File: src/tpu_pkg.sv
package tpu_pkg;

    // edge of the square array
    // buffer word packing depends on it
    localparam int array_dim = 4;

    // element and accumulator widths
    localparam int elem_bits = 8;
    localparam int acc_bits = 32;

    // one signed operand
    typedef logic signed [elem_bits-1:0] elem_t;

    // running sum and result element
    typedef logic signed [acc_bits-1:0] acc_t;

    // A or B buffer word, lane 0 in the top byte
    typedef logic [array_dim*elem_bits-1:0] word_t;

    // result row for C, column 0 in the top 32 bits
    typedef logic [array_dim*acc_bits-1:0] c_row_t;

    // job size (K, M or N) or tile count
    typedef logic [7:0] dim_t;

    // in-tile step counter
    typedef logic [15:0] step_t;

    // sequencer phase
    // read streams operands, write drains rows to C
    typedef enum logic [1:0] {
        idle   = 2'd0,
        read   = 2'd1,
        write  = 2'd2,
        finish = 2'd3
    } phase_e;

endpackage

File: src/array_ctrl_if.sv
interface array_ctrl_if;

    // current sequencer phase
    tpu_pkg::phase_e phase;

    // high when buffer data for a valid step is on the bus
    logic feed;

    // psum row picked for the C write
    logic [$clog2(tpu_pkg::array_dim)-1:0] row_sel;

    // packed result row coming back from the array
    tpu_pkg::c_row_t c_row;

    modport seq(output phase, feed, row_sel, input c_row);

    modport loader(input phase, feed);

    modport array(input phase, row_sel, output c_row);

endinterface

File: src/skew_loader.sv
module skew_loader (
    input  logic           clk,
    input  logic           rst_n,
    input  tpu_pkg::word_t data,
    array_ctrl_if.loader   ctl,
    output tpu_pkg::word_t lanes
);

    localparam int dim = tpu_pkg::array_dim;
    localparam int eb = tpu_pkg::elem_bits;

    tpu_pkg::word_t gated;

    // zeros once the steps run out so the tail drains
    assign gated = ctl.feed ? data : '0;

    // lane 0 goes straight in
    assign lanes[(dim-1)*eb +: eb] = gated[(dim-1)*eb +: eb];

    for (genvar i = 1; i < dim; i++) begin : g_lane
        // i bytes deep, newest byte at the bottom
        logic [i*eb-1:0] chain;

        always_ff @(posedge clk or negedge rst_n) begin
            if (!rst_n) begin
                chain <= '0;
            end else if (ctl.phase == tpu_pkg::idle) begin
                chain <= '0;
            end else begin
                chain <= (i*eb)'({chain, gated[(dim-1-i)*eb +: eb]});
            end
        end

        // oldest byte leaves after i cycles
        assign lanes[(dim-1-i)*eb +: eb] = chain[i*eb-1 -: eb];
    end

endmodule

File: src/flat_wrapper.sv
// flat-port wrapper written by rule: the top's interface ports become plain ports
module skew_loader_flat 
  (clk, rst_n, data, lanes, ctl_phase, ctl_feed);
  array_ctrl_if ctl_i ();
  input  logic clk;
  input  logic rst_n;
  input  tpu_pkg::word_t data;
  output tpu_pkg::word_t lanes;
  input wire logic [$bits(ctl_i.phase)-1:0] ctl_phase;
  input wire logic [$bits(ctl_i.feed)-1:0] ctl_feed;
  assign ctl_i.phase = ctl_phase;
  assign ctl_i.feed = ctl_feed;
  skew_loader u_core (.clk(clk), .rst_n(rst_n), .data(data), .ctl(ctl_i), .lanes(lanes));
endmodule
File: config.mk
export PLATFORM = sky130hd
export DESIGN_NAME = skew_loader_flat
export DESIGN_NICKNAME = d
export VERILOG_FILES = /design/src/tpu_pkg.sv /design/src/array_ctrl_if.sv /design/src/skew_loader.sv /design/src/flat_wrapper.sv
export SDC_FILE = /design/constraint.sdc
export NUM_CORES = 1
export LEC_CHECK = 0
export BUFFER_PORTS_ARGS = -buffer_cell sky130_fd_sc_hd__buf_2
export CAP_MARGIN = 10
export CORE_ASPECT_RATIO = 1.1
export CORE_MARGIN = 1.5
export CORE_UTILIZATION = 48
export DETAILED_ROUTE_END_ITERATION = 10
export GPL_ROUTABILITY_DRIVEN = 1
export GPL_TIMING_DRIVEN = 0
export PLACE_DENSITY_LB_ADDON = 0.05
export REMOVE_ABC_BUFFERS = 1
export SLEW_MARGIN = 25
export SYNTH_ARGS = -nofsm -noshare
export SYNTH_HDL_FRONTEND = slang
export SYNTH_SLANG_ARGS = --single-unit
File: constraint.sdc
create_clock -name clk -period 0.9 [get_ports clk]
set_clock_uncertainty 0.1 [all_clocks]
set_input_delay 0.18 -clock clk [delete_from_list [all_inputs] [get_ports clk]]
set_output_delay 0.18 -clock clk [all_outputs]
set_load 0.03 [all_outputs]
==> results.txt, run 1 <==
----------------------------------------------------
[Timing]
  Actual transition at the worst max-transition pin ... 0.5819 ns
  Max Slew Vio Count ... 0
  Final critical delay including setup and external delays ... 1.113 ns
  Achievable frequency ... 0.8987 GHz
  Number of endpoints with negative hold slack in the final report ... 48
  Part of the cycle the worst path needs ... 123.6%
  Worst-case headroom to the max-slew limit ... 61.21%
  Hold WS ... -0.2203 ns
  Least setup slack across all paths after layout ... -0.2127 ns
  Setup repair after global routing missed its margin ... true
  Setup violators final ... 24

[Route]
  Max layer used ... met4
  Drt via density ... 5.009
  Routed metal-1 wire length ... 1466 µm
  Count of TritonRoute iterations in the first routing pass ... 4
  Count of nets left with antenna violations after detail routing ... 0
  DRC marker count from the first detailed-route iteration ... 41
  Detail Route met2 WL ... 1725 µm
  Post-DR wirelength/cell ... 15.29 µm
  Routed wire length on met3 ... 280 µm
  Final routed DRC violation total ... 0
  Total via count after detailed routing ... 1157
  Routed Wire Length ... 3532 µm

[Finish]
  Number of flip-flops in the largest register ... 48
  Area Overhead vs Synth ... 30.05%
  Cell area after layout ... 2459 µm²
  Antenna diodes ... 0
  Biggest registers after layout ... u_core.g_lane.chain: 48 flops
  Largest register by flop count ... u_core.g_lane.chain
  Fin nets ... 217
  Layout cells sized above 1 ... 43.65%

[Critical path]
  WP data required ... 0.62 ns
  Bufs and invs on worst path ... 1
  Cell family contributing the most delay on the critical path ... flip-flops
  Class of the most critical setup path ... reg -> out
  Stage delay of the slowest cell on the critical path ... 0.39 ns
  Largest driver fanout on the critical path ... 1
  Endpoint arrival time on the critical path ... 0.83 ns
  Worst-path cell with the longest stage delay ... dfrtp_1
  Sort of element at the start of the critical path ... register
  Critical path endpoint category ... output pin
  Cell Chain, Critical Path ... buf_6

[Floorplanning]
  FP Rows ... 23
  Floorplan die area ... 4325 µm²
  Die width ... 62.84 µm
  Top-level I/O count ... 69
  Initial standard-cell utilization of the core ... 50.93%
  Core region area ... 3712 µm²
  Height of the die ... 68.82 µm

[CTS]
  Clk slew on worst S/H paths ... 0.09 ns
  Number of buffers created by CTS ... 5
  Clk Latency, worst-skew pair ... 0.30 ns
  Clk sinks ... 48
  Clock root cell ... clkbuf_8
  Number of H-tree levels ... 2
  TritonCTS clock tree ... yes
  Clock tree buffer depth ... 2

[Power and ir drop]
  Pwr per Cell Area ... 1869 nW/µm²
  Leakage power total ... 0.001406 µW
  Max rail drop VDD ... 1081 µV
  PnR Total Power ... 4595 µW

[Place]
  Global placement routability congestion ... 0.6526
  Estimated wirelength of the detail-placed design ... 1971 µm
  Pre-CTS worst setup slack ... -0.4150 ns
  Post-place instance area ... 2074 µm²
  Port bufs ... 68

[Global routing]
  Wire length of the first global-routing pass ... 5713 µm
  Overflow left after global routing ... 0
  Global-route total usage across every layer ... 17.87%
  Vias in the first global route ... 1240
  Maximum number of pins on one net before global-route repair ... 49
  Antenna violations before repair ... 0

[Synth]
  Sequential cell area fraction in the yosys report ... 63.53%
  Cell count after synthesis ... 133
  Number of distinct library cells after synthesis ... 8
  Register bit total from synthesis ... 48
  Count of warnings emitted by yosys ... 0
  Post-synthesis cell area ... 1891 µm²
  Avg Synthesized Cell Area ... 14.21 µm²

[Run]
  Maxcap violations ... 0

[Status]
  Violations in the final reports ... hold timing, setup timing
  Outcome ... finished with violations

[Hold path]
  Type of the most critical hold path ... in -> async

----------------------------------------------------
## Yosys cell counts (all sizes together)
library cell	count	area share, %
buf	28	11
o21a	24	9.5
clkbuf	1	0.26
o211a	24	13
and2	8	2.6
dfrtp	48	64
## stage by stage
step / util [%] / setup TNS, ns / std cells
2_1_floorplan: - / 0 / 104
3_3_place_gp: 55.88 / -29.68 / 222
3_5_place_dp: 55.88 / -34.06 / 222
4_1_cts: 65.82 / -4.910 / 231
5_1_grt: 66.23 / -5.388 / 231
6_report: 66.23 / -4.661 / 231
## per-layer routing
metal | vias up | GRT usage [%]
met2 | 54 | 30.91
met1 | 556 | 20.73
met4 | 0 | 8.333
li1 | 540 | -
met3 | 7 | 5.682
met5 | - | 0
## worst paths after layout
kind                       slack, ns                      start  depth (start not counted)                    endpoint
setup / recovery               -0.21  u_core.g_lane[1].chain[3]                          1                   lanes[19]
max in group asynchronous       0.52                      rst_n                          1   u_core.g_lane[2].chain[7]
hold / removal                 -0.22                      rst_n                          1  u_core.g_lane[3].chain[18]
hold reg to reg                 0.35  u_core.g_lane[2].chain[7]                          1  u_core.g_lane[2].chain[15]
setup reg to reg                0.21  u_core.g_lane[3].chain[1]                          1   u_core.g_lane[3].chain[9]
min in group clk                0.02                    data[3]                          2   u_core.g_lane[3].chain[3]
## final cells by class
cell class / count / area [µm²]
clock inverter: 1 / 30.03
fill: 295 / 1254
timing repair buffer: 69 / 593.1
sequential: 48 / 1201
clock buffer: 7 / 96.34
tap: 50 / 62.56
multi-input combinational: 56 / 475.5
## placed cells by master (no fill, tap or decap), drive strengths merged
master and instances:
buf 68, clkbuf 7, o211a 24, bufbuf 1
bufinv 1, o21a 24, and2 8, dfrtp 48
## cell families (layout without fill, tap and decap cells)
| family | after synthesis | in the layout | synth area share [%] |
|---|---|---|---|
| compound gates | 48 | 48 | 22.24 |
| simple gates | 8 | 8 | 2.647 |
| flops | 48 | 48 | 63.53 |
| buf+inv | 29 | 77 | 11.58 |
## what timing repair did
action                                  CTS  global route
hold endpoints to repair                  4            48
cloned                                    1             0
endpoints found under the setup margin   68            27
buffers inserted                          0             0
resized for setup                        66             6
## report_power, final
group / internal [µW] / switching (µW)
registers: 2260 / 39.0
logic: 293 / 349
clock network: 980 / 676
total: 3530 / 1060
No activity file was read; power rests on OpenSTA's default activity.
==> run 2: changes to the inputs <==
Clock period 0.9 ns to 1.2 ns, I/O delays scaled along.
==> results.txt, run 2 (same netlist as run 1, synthesis figures left out) <==
----------------------------------------------------
[Finish]
  Area taken by flip-flops and latches ... 1201 µm²
  Fin nets ... 217
  Commonest non-fill, non-tap cell in the layout ... buf_2
  Multi-input combinational cell area ... 470.5 µm²
  Finished Layout Cells ... 231
  Layout cells sized above 1 ... 41.99%
  Post-route core utilization ... 61.75%
  Area Overhead vs Synth ... 21.24%
  Largest register by flop count ... u_core.g_lane.chain
  Cell area after layout ... 2292 µm²
  Antenna diodes ... 0
  Number of flip-flops in the largest register ... 48
  Commonest cells after routing, fill and taps aside ... buf_2 (52), dfrtp_1 (48), o211a_1 (24), o21a_1 (24), buf_6 (11)
  Number of fill cells ... 317
  Biggest registers after layout ... u_core.g_lane.chain: 48 flops

[Critical path]
  Bufs and invs on worst path ... 1
  Critical path endpoint category ... output pin
  Cell family contributing the most delay on the critical path ... flip-flops
  Class of the most critical setup path ... reg -> out
  Stage delay of the slowest cell on the critical path ... 0.39 ns
  Worst-path cell with the longest stage delay ... dfrtp_1
  Path depth of the worst reg2reg path ... 1
  Largest driver fanout on the critical path ... 1
  Sort of element at the start of the critical path ... register
  Endpoint arrival time on the critical path ... 0.83 ns
  Cell Chain, Critical Path ... buf_6
  Number of logic stages on the critical path including buffering ... 1
  WP data required ... 0.86 ns

[Floorplanning]
  Core region area ... 3712 µm²
  FP Rows ... 23
  Initial standard-cell utilization of the core ... 50.93%
  Height of the die ... 68.82 µm
  Top-level I/O count ... 69
  Die width ... 62.84 µm
  Floorplan die area ... 4325 µm²

[Timing]
  Final critical delay including setup and external delays ... 1.172 ns
  Setup violators final ... 0
  Number of endpoints with negative hold slack in the final report ... 0
  Part of the cycle the worst path needs ... 97.65%
  Max Slew Vio Count ... 0
  Hold WS ... 0.07510 ns
  Sum of negative setup slack ... 0 ns
  Actual transition at the worst max-transition pin ... 0.8399 ns
  Achievable frequency ... 0.8534 GHz
  Setup repair after global routing missed its margin ... true
  Worst-case headroom to the max-slew limit ... 44.01%

[CTS]
  Clk sinks ... 48
  Clk Latency, worst-skew pair ... 0.29 ns
  Number of H-tree levels ... 2
  Clk slew on worst S/H paths ... 0.08 ns
  Number of buffers added for setup after CTS ... 0
  Number of buffers created by CTS ... 5
  Clock root cell ... clkbuf_8
  TritonCTS clock tree ... yes
  Clock tree buffer depth ... 2

[Route]
  Count of nets left with antenna violations after detail routing ... 0
  Post-DR wirelength/cell ... 14.00 µm
  Routed Wire Length ... 3233 µm
  DRC marker count from the first detailed-route iteration ... 69
  Final routed DRC violation total ... 0
  Total via count after detailed routing ... 1138
  Drt via density ... 4.926
  Count of TritonRoute iterations in the first routing pass ... 4

[Run]
  Maxcap violations ... 0

[Status]
  Outcome ... complete, no violations

[Place]
  Port bufs ... 68
  Post-place instance area ... 2074 µm²
  Estimated wirelength of the detail-placed design ... 1971 µm
  Cells after DPL ... 222
  Global placement routability congestion ... 0.6526

[Power and ir drop]
  Max rail drop VDD ... 837.4 µV
  Leakage power total ... 0.001357 µW
  Pwr per Cell Area ... 1471 nW/µm²

[Global routing]
  Overflow left after global routing ... 0
  Maximum number of pins on one net before global-route repair ... 49
  Global-route total usage across every layer ... 16.38%
  Antenna violations before repair ... 0
  Vias in the first global route ... 1183
  Wire length of the first global-routing pass ... 5271 µm

[Hold path]
  Number of cells on the worst hold path ... 2
  Type of the most critical hold path ... in -> reg

----------------------------------------------------
run 2: cell types whose count changed in the layout (fill, tap and decap cells not counted), sizes merged:
| cell | change |
|---|---|
| bufbuf | -1 |
| dlygate4sd3 | +1 |
run 2: final timing paths:
path | startpoint | end | slack (ns)
worst min register to register | u_core.g_lane[2].chain[7] | u_core.g_lane[2].chain[15] | 0.35
max in group asynchronous | rst_n | u_core.g_lane[1].chain[0] | 0.22
worst max-delay path | u_core.g_lane[1].chain[3] | lanes[19] | 0.03
worst max register to register | u_core.g_lane[2].chain[2] | u_core.g_lane[2].chain[10] | 0.52
worst min-delay path | data[22] | u_core.g_lane[1].chain[6] | 0.08
min in group asynchronous | rst_n | u_core.g_lane[3].chain[18] | 0.38
run 2: timing repair:
action	in CTS	in global routing
hold endpoints to repair	0	48
hold buffers	0	1
endpoints found under the setup margin	9	14
gates resized for setup	3	36
run 2: power by group:
group / switching, µW / leakage (µW) / internal, µW
clock: 503 / 0.0000645 / 735
sequential: 23.3 / 0.000639 / 1690
combinational: 254 / 0.000654 / 162
total: 781 / 0.00136 / 2590
run 2: layout make-up:
| class | count | share of cell area [%] |
|---|---|---|
| Multi-Input combinational cell | 56 | 20.52 |
| Sequential cell | 48 | 52.40 |
| Clock inverter | 1 | 1.310 |
| Tap cell | 50 | 2.729 |
| Clock buffer | 7 | 4.203 |
| Timing Repair Buffer | 69 | 18.83 |
run 2: per-stage QoR:
stage	setup slack [ns]	power, µW
floorplan	0.3389	1928
global placement	-0.2120	2127
detailed placement	-0.2350	2142
CTS	0.0009097	3386
global route	-0.002342	3521
finish	0.02820	3371
run 2: per-layer routing:
metal / routed length, µm / share of wire (%) / track usage, % / vias to the layer above
met2: 1567 / 48 / 28.63 / 53
li1: - / - / - / 540
met4: 59 / 1.8 / 8.333 / 0
met3: 261 / 8.1 / 5.357 / 7
met5: 0 / 0 / 0 / -
met1: 1344 / 42 / 18.41 / 538
