===== src/tpu_pkg.sv =====
package tpu_pkg;

    // edge of the square array
    // buffer word packing depends on it
    localparam int array_dim = 4;

    // element and accumulator widths
    localparam int elem_bits = 8;
    localparam int acc_bits = 32;

    // one signed operand
    typedef logic signed [elem_bits-1:0] elem_t;

    // running sum and result element
    typedef logic signed [acc_bits-1:0] acc_t;

    // A or B buffer word, lane 0 in the top byte
    typedef logic [array_dim*elem_bits-1:0] word_t;

    // result row for C, column 0 in the top 32 bits
    typedef logic [array_dim*acc_bits-1:0] c_row_t;

    // job size (K, M or N) or tile count
    typedef logic [7:0] dim_t;

    // in-tile step counter
    typedef logic [15:0] step_t;

    // sequencer phase
    // read streams operands, write drains rows to C
    typedef enum logic [1:0] {
        idle   = 2'd0,
        read   = 2'd1,
        write  = 2'd2,
        finish = 2'd3
    } phase_e;

endpackage


===== src/job_if.sv =====
interface job_if;

    // latched job description
    tpu_pkg::dim_t k_len;
    tpu_pkg::dim_t m_tiles;
    tpu_pkg::dim_t n_tiles;

    // rows written by the last block of A, 1 to array_dim
    logic [$clog2(tpu_pkg::array_dim):0] last_rows;

    // one-cycle kick and the running level
    logic start;
    logic busy;

    modport cfg(output k_len, m_tiles, n_tiles, last_rows, start, input busy);

    modport seq(input k_len, m_tiles, n_tiles, last_rows, start, output busy);

endinterface


===== src/array_ctrl_if.sv =====
interface array_ctrl_if;

    // current sequencer phase
    tpu_pkg::phase_e phase;

    // high when buffer data for a valid step is on the bus
    logic feed;

    // psum row picked for the C write
    logic [$clog2(tpu_pkg::array_dim)-1:0] row_sel;

    // packed result row coming back from the array
    tpu_pkg::c_row_t c_row;

    modport seq(output phase, feed, row_sel, input c_row);

    modport loader(input phase, feed);

    modport array(input phase, row_sel, output c_row);

endinterface


===== src/tile_sequencer.sv =====
module tile_sequencer #(
    parameter int addr_bits = 12
) (
    input  logic                 clk,
    input  logic                 rst_n,
    job_if.seq                   job,
    array_ctrl_if.seq            ctl,
    output logic [addr_bits-1:0] a_index,
    output logic [addr_bits-1:0] b_index,
    output logic [addr_bits-1:0] c_index,
    output logic                 c_wr_en,
    output tpu_pkg::c_row_t      c_data_in
);

    localparam int row_bits = $clog2(tpu_pkg::array_dim);

    // skew on both edges plus the hops across the grid
    localparam int drain_steps = 2 * (tpu_pkg::array_dim - 1);

    tpu_pkg::phase_e      phase;
    tpu_pkg::phase_e      phase_nxt;
    tpu_pkg::step_t       step;
    logic [row_bits-1:0]  row;
    tpu_pkg::dim_t        mb;
    tpu_pkg::dim_t        nb;
    logic [addr_bits-1:0] a_base;
    logic [addr_bits-1:0] b_base;
    logic [row_bits:0]    tile_rows;
    logic                 prefetch;
    logic                 read_done;
    logic                 tile_done;
    logic                 last_mb;
    logic                 last_nb;
    logic                 feed_q;
    logic                 busy_q;

    assign last_mb = (mb == job.m_tiles - 8'd1);
    assign last_nb = (nb == job.n_tiles - 8'd1);

    // only the last block of A can be short
    assign tile_rows = last_mb ? job.last_rows : (row_bits+1)'(tpu_pkg::array_dim);

    assign prefetch = (phase == tpu_pkg::read) && (step < tpu_pkg::step_t'(job.k_len));

    // last read cycle holds the final product of the corner cell
    assign read_done = (phase == tpu_pkg::read)
                    && (step == tpu_pkg::step_t'(job.k_len) + tpu_pkg::step_t'(drain_steps));

    assign tile_done = (phase == tpu_pkg::write) && ({1'b0, row} == tile_rows - 1'b1);

    always_comb begin
        phase_nxt = phase;
        case (phase)
            tpu_pkg::idle: begin
                if (job.start || busy_q) begin
                    phase_nxt = tpu_pkg::read;
                end
            end
            tpu_pkg::read: begin
                if (read_done) begin
                    phase_nxt = tpu_pkg::write;
                end
            end
            tpu_pkg::write: begin
                if (tile_done) begin
                    phase_nxt = (last_mb && last_nb) ? tpu_pkg::finish : tpu_pkg::idle;
                end
            end
            default: begin
                phase_nxt = tpu_pkg::idle;
            end
        endcase
    end

    always_ff @(posedge clk or negedge rst_n) begin
        if (!rst_n) begin
            phase <= tpu_pkg::idle;
            step <= '0;
            row <= '0;
            feed_q <= 1'b0;
            busy_q <= 1'b0;
        end else begin
            phase <= phase_nxt;
            // data shows up one cycle after its index
            feed_q <= prefetch;
            step <= (phase == tpu_pkg::read && !read_done) ? step + 1'b1 : '0;
            row <= (phase == tpu_pkg::write && !tile_done) ? row + 1'b1 : '0;
            if (job.start) begin
                busy_q <= 1'b1;
            end else if (tile_done && last_mb && last_nb) begin
                busy_q <= 1'b0;
            end
        end
    end

    // A block moves fastest, B block wraps last
    always_ff @(posedge clk or negedge rst_n) begin
        if (!rst_n) begin
            mb <= '0;
            nb <= '0;
            a_base <= '0;
            b_base <= '0;
            c_index <= '0;
        end else begin
            if (phase == tpu_pkg::finish || job.start) begin
                c_index <= '0;
            end else if (c_wr_en) begin
                c_index <= c_index + 1'b1;
            end
            if (tile_done) begin
                if (last_mb) begin
                    mb <= '0;
                    a_base <= '0;
                    if (last_nb) begin
                        nb <= '0;
                        b_base <= '0;
                    end else begin
                        nb <= nb + 8'd1;
                        b_base <= b_base + addr_bits'(job.k_len);
                    end
                end else begin
                    mb <= mb + 8'd1;
                    a_base <= a_base + addr_bits'(job.k_len);
                end
            end
        end
    end

    assign a_index = prefetch ? a_base + addr_bits'(step) : '0;
    assign b_index = prefetch ? b_base + addr_bits'(step) : '0;

    assign c_wr_en = (phase == tpu_pkg::write);
    assign c_data_in = ctl.c_row;

    assign ctl.phase = phase;
    assign ctl.feed = feed_q;
    assign ctl.row_sel = row;

    assign job.busy = busy_q;

endmodule


===== src/flat_wrapper.sv =====
// flat-port wrapper written by rule: the top's interface ports become plain ports
module tile_sequencer_flat 
#(
    parameter int addr_bits = 12
)
  (clk, rst_n, a_index, b_index, c_index, c_wr_en, c_data_in, job_k_len, job_m_tiles, job_n_tiles, job_last_rows, job_start, job_busy, ctl_phase, ctl_feed, ctl_row_sel, ctl_c_row);
  job_if job_i ();
  array_ctrl_if ctl_i ();
  input  logic clk;
  input  logic rst_n;
  output logic [addr_bits-1:0] a_index;
  output logic [addr_bits-1:0] b_index;
  output logic [addr_bits-1:0] c_index;
  output logic c_wr_en;
  output tpu_pkg::c_row_t c_data_in;
  input wire logic [$bits(job_i.k_len)-1:0] job_k_len;
  input wire logic [$bits(job_i.m_tiles)-1:0] job_m_tiles;
  input wire logic [$bits(job_i.n_tiles)-1:0] job_n_tiles;
  input wire logic [$bits(job_i.last_rows)-1:0] job_last_rows;
  input wire logic [$bits(job_i.start)-1:0] job_start;
  output wire logic [$bits(job_i.busy)-1:0] job_busy;
  output wire logic [$bits(ctl_i.phase)-1:0] ctl_phase;
  output wire logic [$bits(ctl_i.feed)-1:0] ctl_feed;
  output wire logic [$bits(ctl_i.row_sel)-1:0] ctl_row_sel;
  input wire logic [$bits(ctl_i.c_row)-1:0] ctl_c_row;
  assign job_i.k_len = job_k_len;
  assign job_i.m_tiles = job_m_tiles;
  assign job_i.n_tiles = job_n_tiles;
  assign job_i.last_rows = job_last_rows;
  assign job_i.start = job_start;
  assign job_busy = job_i.busy;
  assign ctl_phase = ctl_i.phase;
  assign ctl_feed = ctl_i.feed;
  assign ctl_row_sel = ctl_i.row_sel;
  assign ctl_i.c_row = ctl_c_row;
  tile_sequencer #(.addr_bits(addr_bits)) u_core (.clk(clk), .rst_n(rst_n), .job(job_i), .ctl(ctl_i), .a_index(a_index), .b_index(b_index), .c_index(c_index), .c_wr_en(c_wr_en), .c_data_in(c_data_in));
endmodule

===== config.mk =====
export PLATFORM = sky130hd
export DESIGN_NAME = tile_sequencer_flat
export DESIGN_NICKNAME = d
export VERILOG_FILES = /design/src/tpu_pkg.sv /design/src/job_if.sv /design/src/array_ctrl_if.sv /design/src/tile_sequencer.sv /design/src/flat_wrapper.sv
export SDC_FILE = /design/constraint.sdc
export NUM_CORES = 1
export LEC_CHECK = 0
export BUFFER_PORTS_ARGS = -buffer_cell sky130_fd_sc_hd__buf_2
export CAP_MARGIN = 25
export CORE_ASPECT_RATIO = 0.7
export CORE_MARGIN = 4
export CORE_UTILIZATION = 48
export DETAILED_ROUTE_END_ITERATION = 7
export GPL_ROUTABILITY_DRIVEN = 0
export PLACE_DENSITY = 0.82
export SLEW_MARGIN = 20
export SYNTH_ARGS = -nofsm -noshare
export SYNTH_HDL_FRONTEND = slang
export SYNTH_SLANG_ARGS = --single-unit
export TNS_END_PERCENT = 10

===== constraint.sdc =====
create_clock -name clk -period 4.72 [get_ports clk]
set_clock_uncertainty 0.2 [all_clocks]
set_input_delay 0.472 -clock clk [delete_from_list [all_inputs] [get_ports clk]]
set_output_delay 0.472 -clock clk [all_outputs]
set_load 0.1 [all_outputs]

==> summary.md <==
| Metric | Value |
|---|---|
| Post-synth ARST share | 1.00 |
| Maximum clock frequency | 233 MHz |
| Worst setup path startpoint | u_core.step[1]$_DFF_PN0_ |
| Number of rows created at floorplan | 36 |
| Routed via count | ~5,500 |
| Worst setup slack after placement | between 0.3 and 0.4 ns |
| Cell count after placement | slightly above 900 |
| Synth-to-Final Area Change | -0.810% |
| TritonCTS clock tree | built |
| Detailed-route wire length | 17,100 µm |
| Kind of end point of the critical path | primary output |
| Global Route met2 Usage | 0.287 |
| Clock input transition at the sequential cells of the worst setup and hold paths | ~0.060 ns |
| Avg Cell Area, Syn | ~8.6 µm² |
| Yosys warning total | 0 |
| Cells taking the most area after synthesis | dfrtp_1 27%, buf_4 14%, ha_1 9.7% |
| Register bit total from synthesis | 74 |
| Post-synth EDFFs | 0 |
| Initial standard-cell utilization of the core | 0.494 |
| Antenna Nets Post-Route | 0 |
| Net count, final | between 900 and 1,000 |
| I/O pin total | roughly 330 |
| Worst supply voltage drop on vdd | ~270 µV |
| Final max-slew violation count | 0 |
| Setup repair after global routing missed its margin | false |
| Vias in the first global route | 5,253 |
| Chip height | about 110 µm |
| Number of antenna cells inserted | 0 |
| Worst path cell trace | ha_1 > a21o_1 > a21o_1 > a2111oi_0 > o21ai_0 > a41oi_1 > xnor2_1 > nor2_1 > buf_2 |
| Critical path class | register to primary output |
| Origin of the worst min-delay path | job_start |
| Worst min-delay path category | input port to register |
| Number of clock buffers inserted by TritonCTS | 9 |
| Arrival time worst endpoint | 3.62 ns |
| Clk Tree Root Cell | clkbuf_16 |
| Leading area contributor after synthesis | dfrtp_1 |
| DRC violation count after routing | 0 |
| Number of I/O port buffers | between 70 and 80 |
| Transition at the pin with the smallest max-transition slack | about 0.86 ns |
| Full die area | roughly 0.016 mm² |
| Slowest library cell on the worst path | dfrtp_1 |
| Number of failing setup endpoints in the final timing report | 0 |
| Cells after Synth | slightly above 800 |
| Final hold vios | 0 |
| Predominant post-synthesis flop cell | dfrtp_1 |
| Static leakage | around 0.0034 µW |
| Maximum fanout along the worst path | 10 |
| Total grt overflow | 0 |
| Kind of cell adding the most delay to the critical path | compound AO/OA/AOI/OAI gates |
| Syn Nets | slightly above 1,000 |
| Reg2Reg Depth | 13 |
| Post-DP HPWL | 12,900 µm |
| Relative max-transition margin | 0.415 |
| Global-route usage over all layers | 0.206 |
| Status | complete, no violations |
| Largest net degree at the start of global routing | 75 |
| Met3 track demand over resource in global routing | 0.0839 |
| H-tree lvl count | 3 |
| Power per standard cell area | roughly 430 mW/mm² |
| Post-detailed-route via-to-cell ratio | approximately 5.8 |
| Slowest Stage Delay on Critical Path | 0.66 ns |
| Routed wire per std cell | about 18 µm |
| Number of max-cap violations | 0 |
| End point of the most critical hold path | u_core.c_index[1]$_DFFE_PN0P_ |
| Critical path's most frequent cell | a21o_1 |
| Power, Total | between 2000 and 3000 µW |
| Core area | between 0.01 and 0.015 mm² |
| Portion of the post-synthesis area used by sequential elements | 0.267 |
| Number of antenna violations at the first check in global routing | 0 |
| Crit Reg-Reg Endpoint | u_core.nb[5]$_DFFE_PN0P_ |
| Number of violations reported at the end of detailed-routing iteration 0 | between 400 and 500 |
| Top-area cell type share of the netlist area | 0.267 |
| Total of cells resized after clock tree synthesis | 0 |
| Register-to-register path setup slack | about 0.8 ns |
| Utilization after layout | 0.490 |
| Minimum clock period after layout | approximately 4.3 ns |
| TritonCTS Sinks | 74 |
| Share of the clock period used by the worst path | 0.910 |
| Die outline width | around 150 µm |
| Post-Synthesis Cell Area | 0.00695 mm² |
| Count of placed standard cells in the final layout, fillers left out | approximately 950 |
| Post-route setup slack | about 0.42 ns |
| Worst path required time | 4.05 ns |
| Wire length of the first global-routing pass | about 27,000 µm |
| DR pass1 iterations | 5 |
| Worst-skew pair later-pin latency | between 0.3 and 0.4 ns |
| Global routing usage on met1 | 0.289 |
| Startpoint type of the worst setup path | register |
| Maximum number of buffers from clock root to sink | 2 |
| Fraction of layout cells with a size suffix above 1 | 0.144 |
| Synth unique cells | between 60 and 70 |
| Launch instance of the worst register-to-register path | u_core.mb[4]$_DFFE_PN0P_ |
| GRT busiest layer | met1 |
| Total Neg Setup Slack | 0 ns |
| Buffers & Inverters on Critical Path | 1 |
| Hold path cells | 2 |
[repair_timing]
item / 4_1_cts / 5_1_grt
hold buffers: 0 / 1
endpoints found under the hold margin: 0 / 26
buffers inserted: 0 / 0
[kinds of logic (layout without fill, tap and decap cells)]
kind of cell,after synthesis,count (layout),synth area share
simple gates,251,251,0.180
fa+ha+maj,58,58,0.109
compound gates,154,154,0.153
flops,74,74,0.267
buf+inv,179,124,0.170
mux,1,1,0.00144
xor+xnor,94,94,0.120
[cell usage after synthesis (11+ instances only)]
| master | count |
|---|---|
| a21o_1 | 24 |
| and3_1 | 14 |
| xnor2_1 | 54 |
| a21oi_1 | 29 |
| clkbuf_1 | 11 |
| nand3_1 | 26 |
| o21ai_0 | 36 |
| nor2_1 | 82 |
| xor2_1 | 39 |
| nand4_1 | 13 |
| buf_4 | 129 |
| nand2_1 | 51 |
| dfrtp_1 | 74 |
| ha_1 | 54 |
| nor3_1 | 13 |
| inv_1 | 31 |
[flip-flops by register name (all words and copies together), names as in the netlist]
register            count
u_core.c_index         12
u_core.mb               8
u_core.b_base          12
u_core.ctl.phase        2
u_core.nb               8
u_core.ctl.feed         1
u_core.job.busy         1
u_core.step            16
u_core.a_base          12
u_core.ctl.row_sel      2
[worst max path at each step]
stage / cells past startpoint / endpoint
after floorplan: 8 / b_index[8]
after global placement: 14 / u_core.b_base[11]$_DFFE_PN0P_
after detailed placement: 14 / u_core.nb[5]$_DFFE_PN0P_
after CTS: 9 / a_index[11]
after global routing: 9 / a_index[11]
final: 9 / a_index[11]
[metrics by stage]
| stage | instance area [µm²] | hold WS (ns) |
|---|---|---|
| after floorplan | 6950 | -0.0236 |
| final | 6890 | 0.180 |
| after detailed placement | 6520 | 0.298 |
| after CTS | 6850 | 0.120 |
| after global routing | 6890 | 0.181 |
| after global placement | 6520 | 0.285 |
[final cells by class]
class,instances,area [µm²]
Fill cell,1353,7160
Multi-Input combinational cell,558,3920
Sequential cell,74,1850
Timing Repair Buffer,78,430
Tap cell,190,238
Clock buffer,10,229
Inverter,31,116
Clock inverter,5,104
[worst reg2reg max path: stages, from the launching register on]
cell and delay (ns):
dfrtp_1 0.43, xnor2_1 0.17, a211oi_1 0.34, o2111ai_1 0.24, a21oi_1 0.32, nand2_1 0.10, ha_1 0.31, xnor2_1 0.21
nor3_1 0.29, and3_1 0.24, o211a_1 0.53, nand4_1 0.21, xor2_1 0.18, nor2_1 0.05
[power breakdown]
group | internal (µW) | switching, µW | leakage, µW
sequential | 670 | 120 | 0.000986
clock | 513 | 264 | 0.000163
combinational | 292 | 1100 | 0.00229
total | 1480 | 1480 | 0.00344
[metal layers]
metal,up-vias,share of wire,wire length [µm]
met2,293,0.40,6890
li1,2576,-,-
met3,40,0.10,1710
met1,2579,0.47,8030
met4,4,0.020,348
met5,-,0.0054,93
[layout by cell type, fill, tap and decap left out, types with 29 or more instances in the layout]
master and n:
ha_1 54, o21ai_0 36, dfrtp_1 74, xor2_1 39
inv_1 31, nor2_1 82, a21oi_1 29, xnor2_1 54
nand2_1 51, buf_2 71
Note: power is estimated with default switching activity, not from simulation.
