--- src/tpu_pkg.sv ---
package tpu_pkg;

    // edge of the square array
    // buffer word packing depends on it
    localparam int array_dim = 4;

    // element and accumulator widths
    localparam int elem_bits = 8;
    localparam int acc_bits = 32;

    // one signed operand
    typedef logic signed [elem_bits-1:0] elem_t;

    // running sum and result element
    typedef logic signed [acc_bits-1:0] acc_t;

    // A or B buffer word, lane 0 in the top byte
    typedef logic [array_dim*elem_bits-1:0] word_t;

    // result row for C, column 0 in the top 32 bits
    typedef logic [array_dim*acc_bits-1:0] c_row_t;

    // job size (K, M or N) or tile count
    typedef logic [7:0] dim_t;

    // in-tile step counter
    typedef logic [15:0] step_t;

    // sequencer phase
    // read streams operands, write drains rows to C
    typedef enum logic [1:0] {
        idle   = 2'd0,
        read   = 2'd1,
        write  = 2'd2,
        finish = 2'd3
    } phase_e;

endpackage

--- src/job_if.sv ---
interface job_if;

    // latched job description
    tpu_pkg::dim_t k_len;
    tpu_pkg::dim_t m_tiles;
    tpu_pkg::dim_t n_tiles;

    // rows written by the last block of A, 1 to array_dim
    logic [$clog2(tpu_pkg::array_dim):0] last_rows;

    // one-cycle kick and the running level
    logic start;
    logic busy;

    modport cfg(output k_len, m_tiles, n_tiles, last_rows, start, input busy);

    modport seq(input k_len, m_tiles, n_tiles, last_rows, start, output busy);

endinterface

--- src/job_config.sv ---
module job_config (
    input  logic          clk,
    input  logic          rst_n,
    input  logic          in_valid,
    input  tpu_pkg::dim_t k,
    input  tpu_pkg::dim_t m,
    input  tpu_pkg::dim_t n,
    job_if.cfg            job
);

    localparam int shift = $clog2(tpu_pkg::array_dim);

    tpu_pkg::dim_t k_q;
    tpu_pkg::dim_t m_q;
    tpu_pkg::dim_t n_q;
    logic          start_q;
    logic          accept;

    // a request is dropped while a job runs or is about to start
    assign accept = in_valid && !job.busy && !start_q;

    always_ff @(posedge clk or negedge rst_n) begin
        if (!rst_n) begin
            start_q <= 1'b0;
            k_q <= '0;
            m_q <= '0;
            n_q <= '0;
        end else begin
            start_q <= accept;
            if (accept) begin
                k_q <= k;
                m_q <= m;
                n_q <= n;
            end
        end
    end

    assign job.start = start_q;
    assign job.k_len = k_q;

    // ceiling of size / array_dim
    assign job.m_tiles = (m_q >> shift) + tpu_pkg::dim_t'(m_q[shift-1:0] != '0);
    assign job.n_tiles = (n_q >> shift) + tpu_pkg::dim_t'(n_q[shift-1:0] != '0);

    // a full last block writes every row
    assign job.last_rows = (m_q[shift-1:0] == '0) ? (shift+1)'(tpu_pkg::array_dim)
                                                  : {1'b0, m_q[shift-1:0]};

endmodule

--- src/flat_wrapper.sv ---
// flat-port wrapper written by rule: the top's interface ports become plain ports
module job_config_flat 
  (clk, rst_n, in_valid, k, m, n, job_k_len, job_m_tiles, job_n_tiles, job_last_rows, job_start, job_busy);
  job_if job_i ();
  input  logic clk;
  input  logic rst_n;
  input  logic in_valid;
  input  tpu_pkg::dim_t k;
  input  tpu_pkg::dim_t m;
  input  tpu_pkg::dim_t n;
  output wire logic [$bits(job_i.k_len)-1:0] job_k_len;
  output wire logic [$bits(job_i.m_tiles)-1:0] job_m_tiles;
  output wire logic [$bits(job_i.n_tiles)-1:0] job_n_tiles;
  output wire logic [$bits(job_i.last_rows)-1:0] job_last_rows;
  output wire logic [$bits(job_i.start)-1:0] job_start;
  input wire logic [$bits(job_i.busy)-1:0] job_busy;
  assign job_k_len = job_i.k_len;
  assign job_m_tiles = job_i.m_tiles;
  assign job_n_tiles = job_i.n_tiles;
  assign job_last_rows = job_i.last_rows;
  assign job_start = job_i.start;
  assign job_i.busy = job_busy;
  job_config u_core (.clk(clk), .rst_n(rst_n), .in_valid(in_valid), .k(k), .m(m), .n(n), .job(job_i));
endmodule
--- config.mk ---
export PLATFORM = sky130hd
export DESIGN_NAME = job_config_flat
export DESIGN_NICKNAME = d
export VERILOG_FILES = /design/src/tpu_pkg.sv /design/src/job_if.sv /design/src/job_config.sv /design/src/flat_wrapper.sv
export SDC_FILE = /design/constraint.sdc
export NUM_CORES = 1
export LEC_CHECK = 0
export BUFFER_PORTS_ARGS = -buffer_cell sky130_fd_sc_hd__buf_2
export CORE_MARGIN = 2
export CORE_UTILIZATION = 42
export CTS_BUF_LIST = sky130_fd_sc_hd__clkbuf_8
export CTS_CLUSTER_DIAMETER = 120
export DETAILED_ROUTE_END_ITERATION = 6
export PLACE_DENSITY = 0.74
export SLEW_MARGIN = 20
export SYNTH_ARGS = -nofsm -noshare
export SYNTH_HDL_FRONTEND = slang
export SYNTH_SLANG_ARGS = --single-unit
--- constraint.sdc ---
create_clock -name clk -period 1.45 [get_ports clk]
set_input_delay 0.29 -clock clk [delete_from_list [all_inputs] [get_ports clk]]
set_output_delay 0.29 -clock clk [all_outputs]
set_load 0.02 [all_outputs]
==> results_dict.tcl, run 1 <==
set metrics [dict create \
    status "finished with violations" \
    violations "hold timing, setup timing" \
    ys_seq_elements 25 \
    clockBufferDepth 2 \
    worstMarginPinSlew_ns 0.5292 \
    synth_top_area_frac 0.5411 \
    fp.dieH_um 56.47 \
    cts_buffers 3 \
    nets 179 \
    antenna_cells 0 \
    ant_nets 0 \
    cts_tree "yes" \
    vias 834 \
    postCtsHoldBufs 0 \
    grt_max_degree 26 \
    ir_drop_uv 810.9 \
    rrSetupSlack_ns 0.15 \
    synthCells 83 \
    setup.worst_path.end "job_m_tiles[4]" \
    syn_area_mm2 0.001156 \
    wirelength_um 2189 \
    design_area_mm2 0.001853 \
    io_buffer_count 53 \
    critPathLaunchType "flop" \
    clockRootBuffer "clkbuf_8" \
    fin_worst_hold_slack_ns -0.001200 \
    fmax_mhz 526.6 \
    power_mw 2.426 \
    start_util 0.4304 \
    setup_viol 14 \
    h-tree-depth 1 \
    path_max_fanout 3 \
    rsz0062_at_grt "true" \
    hold_viol 1 \
    synth_seq_area_share 0.5411 \
    slew_violations 0 \
    gp_congestion 0.6690 \
    syn_to_final_growth_pct 60.28 \
    worstSetupEndpointType "primary output" \
    finalClockSkew_ns 0.002451 \
    global_route.usage.total 0.1438 \
    crit_type "reg -> out" \
    ios 56 \
    crit_start "u_core.m_q[0]" \
    grt_pass1_wl_um 3622 \
    fin_tns_setup_ns -4.751 \
    yosysTopAreaCell "dfrtp_1" \
    place_area_mm2 0.001688 \
    avgRoutedWirePerCell_um 12.37 \
    antenna_found_initial 0 \
    r2r-start "u_core.job.start" \
    hp-class "in -> async" \
    fin_crit_ns 1.899 \
    dieArea_mm2 0.003188 \
    finalWorstSetupSlack_ns -0.4490 \
    p_leak_nw 0.8490 \
    synthTopCellsByArea "dfrtp_1 54%, mux2_2 23%, xnor2_1 4.5%" \
    crit_arrival_ns 1.61 \
    ys_warn_count 0 \
    p_per_area_mw_per_mm2 1309 \
    cts.sinks 25 \
    r2r_end "u_core.m_q[1]" \
    clkLatencyLatePin_ns 0.26 \
    drt_iter0_markers 7 \
    design.core.area_mm2 0.002686 \
    reg2reg_depth 3 \
    drive_gt1_frac 0.7740 \
    hpwl_um 1680 \
    grt_pass1_vias 848 \
    num_rows 19 \
    ys_types 16 \
    drtPass1Iterations 3 \
    post-route-period-util 1.310 \
    drc 0 \
    maxSlewHeadroom 0.6472 \
    grt_overflow 0 \
    viasPerCell 4.712 \
    syn_area_per_cell_um2 13.93 \
    clk_pin_slew_ns 0.08 \
    die_width_um 56.47 \
    crit_required_ns 1.16 \
    maxCapViolations 0 \
]
==> layout by cell type, fill, tap and decap left out, types with 2 or more instances in the layout <==
cell type   n
and3_4      2
buf_2      40
buf_4      12
buf_6      11
clkbuf_8    3
conb_1      2
dfrtp_1    25
ha_4        4
mux2_2     24
nand3_2     3
nand3_4     3
or2_4       2
xnor2_1     2
xnor2_4     3
xor2_4      2
==> per-layer routing <==
metal  global-route usage  share of wire  up-vias
met5                    0              0        -
met4              0.06122         0.0096        0
met3              0.02535          0.054        2
met2               0.2425           0.54       30
met1               0.1805           0.40      398
li1                     -              -      404
==> synth_stat cells, drive strengths merged <==
master  number
or2          2
nand3        6
xnor2        6
mux2        24
xor2         2
buf          4
and3         3
nor2         1
inv          1
conb         1
clkbuf       2
dfrtp       25
nand2        1
ha           4
nor3b        1
==> state kept, by name, summed over array words and instances (netlist names) <==
| register | cells |
|---|---|
| u_core.n_q | 8 |
| u_core.m_q | 8 |
| u_core.job.k_len | 8 |
| u_core.job.start | 1 |
==> through the flow <==
stage               instances  setup slack, ns  hold slack, ns    util
floorplan                  84         -0.03892       -0.005591       -
global placement          170          -0.1780          0.2966  0.6283
detailed placement        170          -0.2057          0.2998  0.6283
CTS                       176          -0.4508         0.01262  0.6805
global route              177          -0.5078         0.03691  0.6898
finish                    177          -0.4490       -0.001200  0.6898
==> report_power, final <==
part | internal [mW] | switching (mW)
logic | 0.607 | 0.494
clock network | 0.191 | 0.202
registers | 0.817 | 0.115
==> cell families (layout without fill, tap and decap cells) <==
group / Yosys count / count (layout) / share of synthesized area
adders and majority gates: 4 / 4 / 0.04329
muxes: 24 / 24 / 0.2338
other: 1 / 2 / 0.003244
xor gates and xnor gates: 8 / 8 / 0.06061
and+or+nand+nor: 14 / 14 / 0.07575
DFF: 25 / 25 / 0.5411
buffers and inverters: 7 / 69 / 0.04220
==> critical path, stage by stage (launching register included) <==
cell,delay [ns]
dfrtp_1,0.39
or2_4,0.27
ha_4,0.18
ha_4,0.18
nand3_4,0.09
xnor2_4,0.12
buf_6,0.13
==> timing repair <==
item,in CTS,in global routing
gates resized for setup,24,4
setup endpoints to repair,14,15
pin swaps,12,3
setup buffers,2,1
==> layout make-up <==
cell class | count | area (µm²)
Fill cell | 191 | 833.3
Clock buffer | 3 | 41.29
Inverter | 1 | 3.754
Clock inverter | 1 | 5.005
Sequential cell | 25 | 625.6
Tap cell | 31 | 38.79
Timing Repair Buffer | 64 | 434.2
Multi-Input combinational cell | 52 | 704.4
==> worst min-delay path by stage <==
| stage | start | endpoint | cells past startpoint |
|---|---|---|---|
| floorplan | rst_n | u_core.job.k_len[0] | 0 |
| global placement | rst_n | u_core.m_q[7] | 1 |
| detailed placement | rst_n | u_core.m_q[7] | 1 |
| CTS | rst_n | u_core.m_q[7] | 1 |
| global route | rst_n | u_core.m_q[7] | 1 |
| finish | rst_n | u_core.m_q[7] | 1 |
Note: power is estimated with default switching activity, not from simulation.
==> inputs of run 2 (changes only) <==
Settings changed: CORE_UTILIZATION 42 to 30, PLACE_DENSITY 0.74 to 0.55.
==> run 2 against run 1 <==
  * The run still ends with hold timing, setup timing left
  * Sequential share of layout area down 0.36 points
  * Sequential cell count unchanged
  * Largest power group unchanged
  * First-iteration DRC count up 100%
  * Non-clock buffer count unchanged
  * Cell area increased by 1.1%
  * Clock-buffer cell count did not move
  * Utilization shrank 18 points
  * Die area increased by 37%
==> results_dict.tcl, run 2 (same netlist as run 1, synthesis figures left out) <==
set metrics [dict create \
    worstMarginPinSlew_ns 0.5368 \
    grt_overflow 0 \
    crit_arrival_ns 1.60 \
    violations "hold timing, setup timing" \
    setup.worst_path.end "job_m_tiles[4]" \
    crit_type "reg -> out" \
    hp-class "in -> async" \
    rsz0062_at_grt "true" \
    io_buffer_count 53 \
    fill_cells 349 \
    grt_pass1_wl_um 3622 \
    drt_iter0_markers 14 \
    global_route.usage.total 0.1086 \
    p_sw_frac 0.3368 \
    clk_pin_slew_ns 0.08 \
    power_mw 2.431 \
    clockRootBuffer "clkbuf_8" \
    place_area_mm2 0.001704 \
    vias 832 \
    viasPerCell 4.289 \
    p_int_mw 1.613 \
    clockBufferDepth 2 \
    hpwl_um 1856 \
    drc 0 \
    num_rows 22 \
    ir_drop_uv 618.3 \
    path_max_fanout 3 \
    r2r-start "u_core.job.start" \
    drtPass1Iterations 4 \
    fmax_mhz 528.4 \
    avgRoutedWirePerCell_um 11.87 \
    nets 179 \
    crit_start "u_core.m_q[1]" \
    critPathLaunchType "flop" \
    finalClockSkew_ns 0.001498 \
    reg2reg_depth 3 \
    layout_common_cells "38 x buf_2, 25 x dfrtp_1, 24 x mux2_2" \
    p_seq_frac 0.383 \
    cts.sinks 25 \
    h-tree-depth 1 \
    dieArea_mm2 0.004367 \
    syn_to_final_growth_pct 62.01 \
    design_area_mm2 0.001873 \
    rrSetupSlack_ns 0.11 \
    pwr-share-clk 0.164 \
    die_width_um 66.08 \
    combPwrFrac 0.452 \
    fp.dieH_um 66.08 \
    hold_viol 3 \
    drive_gt1_frac 0.7671 \
    p_leak_nw 0.8479 \
    grt_pass1_vias 843 \
    maxSlewHeadroom 0.6421 \
    antenna_found_initial 0 \
    ant_nets 0 \
    crit_required_ns 1.16 \
    final_common_cell "buf_2" \
    worstSetupEndpointType "primary output" \
    design.core.area_mm2 0.003689 \
    postCtsHoldBufs 0 \
    switching_power_mw 0.8188 \
    maxCapViolations 0 \
    regArea_um2 625.6 \
    r2r_end "u_core.n_q[2]" \
    ios 56 \
    start_util 0.3134 \
    grt_max_degree 26 \
    setup_viol 14 \
    cts_buffers 3 \
    slew_violations 0 \
    gp_congestion 0.7246 \
    antenna_cells 0 \
    fin_tns_setup_ns -4.619 \
    wirelength_um 2303 \
    post-route-period-util 1.305 \
    fin_worst_hold_slack_ns -0.001177 \
    cts_tree "yes" \
    fin_crit_ns 1.893 \
    finalWorstSetupSlack_ns -0.4426 \
    p_per_area_mw_per_mm2 1298 \
    clkLatencyLatePin_ns 0.26 \
    multiInputGateArea_um2 706.9 \
    status "finished with violations" \
    place_ws_ns -0.1969 \
    utilization 0.5078 \
]
[run 2: worst min path at each step]
stage | slack [ns] | depth (start not counted) | to | from
2_1_floorplan | -0.006 | 0 | u_core.job.k_len[0] | rst_n
3_3_place_gp | 0.31 | 1 | u_core.n_q[0] | rst_n
3_5_place_dp | 0.31 | 1 | u_core.n_q[2] | rst_n
5_1_grt | 0.04 | 1 | u_core.job.k_len[3] | rst_n
4_1_cts | 0.01 | 1 | u_core.n_q[2] | rst_n
6_report | -0.001 | 1 | u_core.n_q[2] | rst_n
[run 2: through the flow]
step	hold WS [ns]	std cells
3_5_place_dp	0.3097	188
6_report	-0.001177	194
3_3_place_gp	0.3065	188
2_1_floorplan	-0.005591	84
4_1_cts	0.01431	193
5_1_grt	0.03911	194
[run 2: area by class of cell]
type / instances / share of cell area
well taps: 48 / 0.03206
clock buffers: 3 / 0.02204
clock inverters: 1 / 0.002672
flip-flops and latches: 25 / 0.3340
repair buffers: 64 / 0.2298
multi-input cells: 52 / 0.3774
inverters: 1 / 0.002004
[run 2: what timing repair did]
action | 4_1_cts | 5_1_grt
endpoints found under the setup margin | 14 | 15
gates resized for setup | 26 | 5
pin swaps | 11 | 6
buffers inserted | 1 | 1
[run 2: critical path: stages, from the launching register on]
cell,delay (ns)
dfrtp_1,0.39
or2_4,0.26
ha_4,0.17
ha_4,0.18
nand3_4,0.09
xnor2_4,0.12
buf_6,0.13
[run 2: per-layer routing]
metal	share of wire	wire length (µm)	vias to the layer above	GRT usage
li1	-	-	409	-
met4	0.0065	15	0	0.03827
met3	0.048	110	2	0.01874
met2	0.55	1261	27	0.1875
met5	0	0	-	0
met1	0.40	915	394	0.1357
[run 2: power by group through the flow]
stage                     clock network, mW  logic [mW]  registers [mW]
after floorplan                           0       0.611            1.01
after global routing                  0.458        1.17           0.952
final                                 0.400        1.10           0.932
after detailed placement                  0       0.924           0.944
after CTS                             0.422        1.09           0.931
after global placement                    0       0.914           0.939
==> inputs of run 3 (changes only) <==
Settings changed: PLACE_DENSITY 0.55 to 0.57.
==> run 3 against run 2 <==
  * Utilization increased by 0.31 points
  * Sequential share of layout area down 0.20 points
  * Sequential power is essentially flat
  * Routed wire length rose by 2.9%
  * Hold slack better by 0.010 ns
  * Total power rose by 0.31%
  * Clock power decreased by 2%
  * Sequential cell count unchanged
  * Largest power group unchanged
  * The run ends with setup timing left
  * Cell area grew 0.60%
==> results_dict.tcl, run 3 (same netlist as run 1, synthesis figures left out) <==
set metrics [dict create \
    status "finished with violations" \
    violations "setup timing" \
    start_util 0.3134 \
    ir_drop_uv 544.5 \
    clk_pin_slew_ns 0.08 \
    nets 177 \
    finalClockSkew_ns 0.002483 \
    rrSetupSlack_ns 0.16 \
    pwr-share-clk 0.161 \
    grt_max_degree 26 \
    h-tree-depth 1 \
    power_mw 2.439 \
    clockBufferDepth 2 \
    syn_to_final_growth_pct 62.99 \
    crit_chain "or2_4, ha_4, ha_4, nand3_4, xnor2_4, buf_6" \
    maxSlewHeadroom 0.6254 \
    avgRoutedWirePerCell_um 12.34 \
    p_int_mw 1.610 \
    fmax_mhz 530.7 \
    clkLatencyLatePin_ns 0.26 \
    grt_pass1_vias 915 \
    p_per_area_mw_per_mm2 1294 \
    hpwl_um 1779 \
    fill_cells 335 \
    gp_congestion 0.7137 \
    critPathLaunchType "flop" \
    drive_gt1_frac 0.7708 \
    dp_cells 187 \
    vias 843 \
    hold_viol 0 \
    ios 56 \
    viasPerCell 4.391 \
    drc 0 \
    cts_buffers 3 \
    worstSetupEndpointType "primary output" \
    p_sw_frac 0.3400 \
    wirelength_um 2370 \
    place_ws_ns -0.1932 \
    layout_common_cells "39 x buf_2, 25 x dfrtp_1, 24 x mux2_2" \
    p_leak_nw 0.8483 \
    finalWorstSetupSlack_ns -0.4344 \
    fin_cells 192 \
    drtPass1Iterations 3 \
    combPwrFrac 0.456 \
    antenna_found_initial 0 \
    slew_violations 0 \
    fin_worst_hold_slack_ns 0.008790 \
    crit_arrival_ns 1.59 \
    crit_top_cell "ha_4" \
    crit_type "reg -> out" \
    crit_required_ns 1.16 \
    critPathSlowestCell "dfrtp_1" \
    global_route.usage.total 0.1199 \
    reg2reg_depth 3 \
    max_stage_delay_ns 0.38 \
    r2r_end "u_core.n_q[5]" \
    p_seq_frac 0.383 \
    path_max_fanout 3 \
    r2r-start "u_core.job.start" \
    grt_pass1_wl_um 4036 \
    fin_crit_ns 1.884 \
    rsz0062_at_grt "true" \
    post-route-period-util 1.300 \
    hp-class "in -> async" \
    setup_viol 14 \
    ant_nets 0 \
    die_width_um 66.08 \
    fp.dieH_um 66.08 \
    antenna_cells 0 \
    cts_tree "yes" \
    worstMarginPinSlew_ns 0.5619 \
    cts.sinks 25 \
    io_buffer_count 53 \
    design.core.area_mm2 0.003689 \
    grt_overflow 0 \
    switching_power_mw 0.8292 \
    fin_tns_setup_ns -4.613 \
    maxCapViolations 0 \
    drt_iter0_markers 30 \
    clockRootBuffer "clkbuf_8" \
    num_rows 22 \
    dieArea_mm2 0.004367 \
    final_common_cell "buf_2" \
]
-- run 3: per-stage QoR --
step	util	instance area, µm²
global placement	0.4634	1709
floorplan	-	1356
finish	0.5109	1884
CTS	0.4976	1836
detailed placement	0.4634	1709
global route	0.5109	1884
-- run 3: how the worst max path moves through the flow --
| stage | end | cells past startpoint | start |
|---|---|---|---|
| floorplan | job_m_tiles[5] | 5 | u_core.m_q[1] |
| global placement | job_m_tiles[4] | 6 | u_core.m_q[1] |
| detailed placement | job_n_tiles[4] | 6 | u_core.n_q[1] |
| CTS | job_m_tiles[4] | 6 | u_core.m_q[1] |
| global route | job_m_tiles[4] | 6 | u_core.m_q[1] |
| finish | job_m_tiles[4] | 6 | u_core.m_q[1] |
-- run 3: final cells by class --
class | instances | area [µm²] | share of cell area
Clock buffer | 3 | 41.29 | 0.02191
Tap cell | 48 | 60.06 | 0.03187
Timing Repair Buffer | 62 | 425.4 | 0.2258
Sequential cell | 25 | 625.6 | 0.3320
Clock inverter | 1 | 3.754 | 0.001992
Inverter | 1 | 3.754 | 0.001992
Multi-Input combinational cell | 52 | 724.4 | 0.3845
-- run 3: power by group through the flow --
stage	Sequential, mW	Clock (mW)	Combinational (mW)
after floorplan	1.01	0	0.611
after global placement	0.938	0	0.919
after detailed placement	0.942	0	0.934
after CTS	0.931	0.424	1.09
after global routing	0.951	0.440	1.19
final	0.933	0.394	1.11
-- run 3: layer usage --
layer	vias up	global-route usage	wire, µm
met3	2	0.02726	184
li1	404	-	-
met4	0	0.03571	10
met1	403	0.1533	956
met5	-	0	0
met2	34	0.2013	1219
-- run 3: repair_timing --
item | 4_1_cts | 5_1_grt
resized for setup | 25 | 8
setup buffers | 0 | 1
pin swaps | 5 | 3
endpoints found under the setup margin | 14 | 14
hold buffers | 0 | 0
-- run 3: worst max-delay path, delay by kind of cell (launching register included) --
kind / cells / cell delay, ns
xor gates and xnor gates: 1 / 0.12
adders and majority gates: 2 / 0.35
DFF: 1 / 0.38
buffers and inverters: 1 / 0.13
and+or+nand+nor: 2 / 0.35
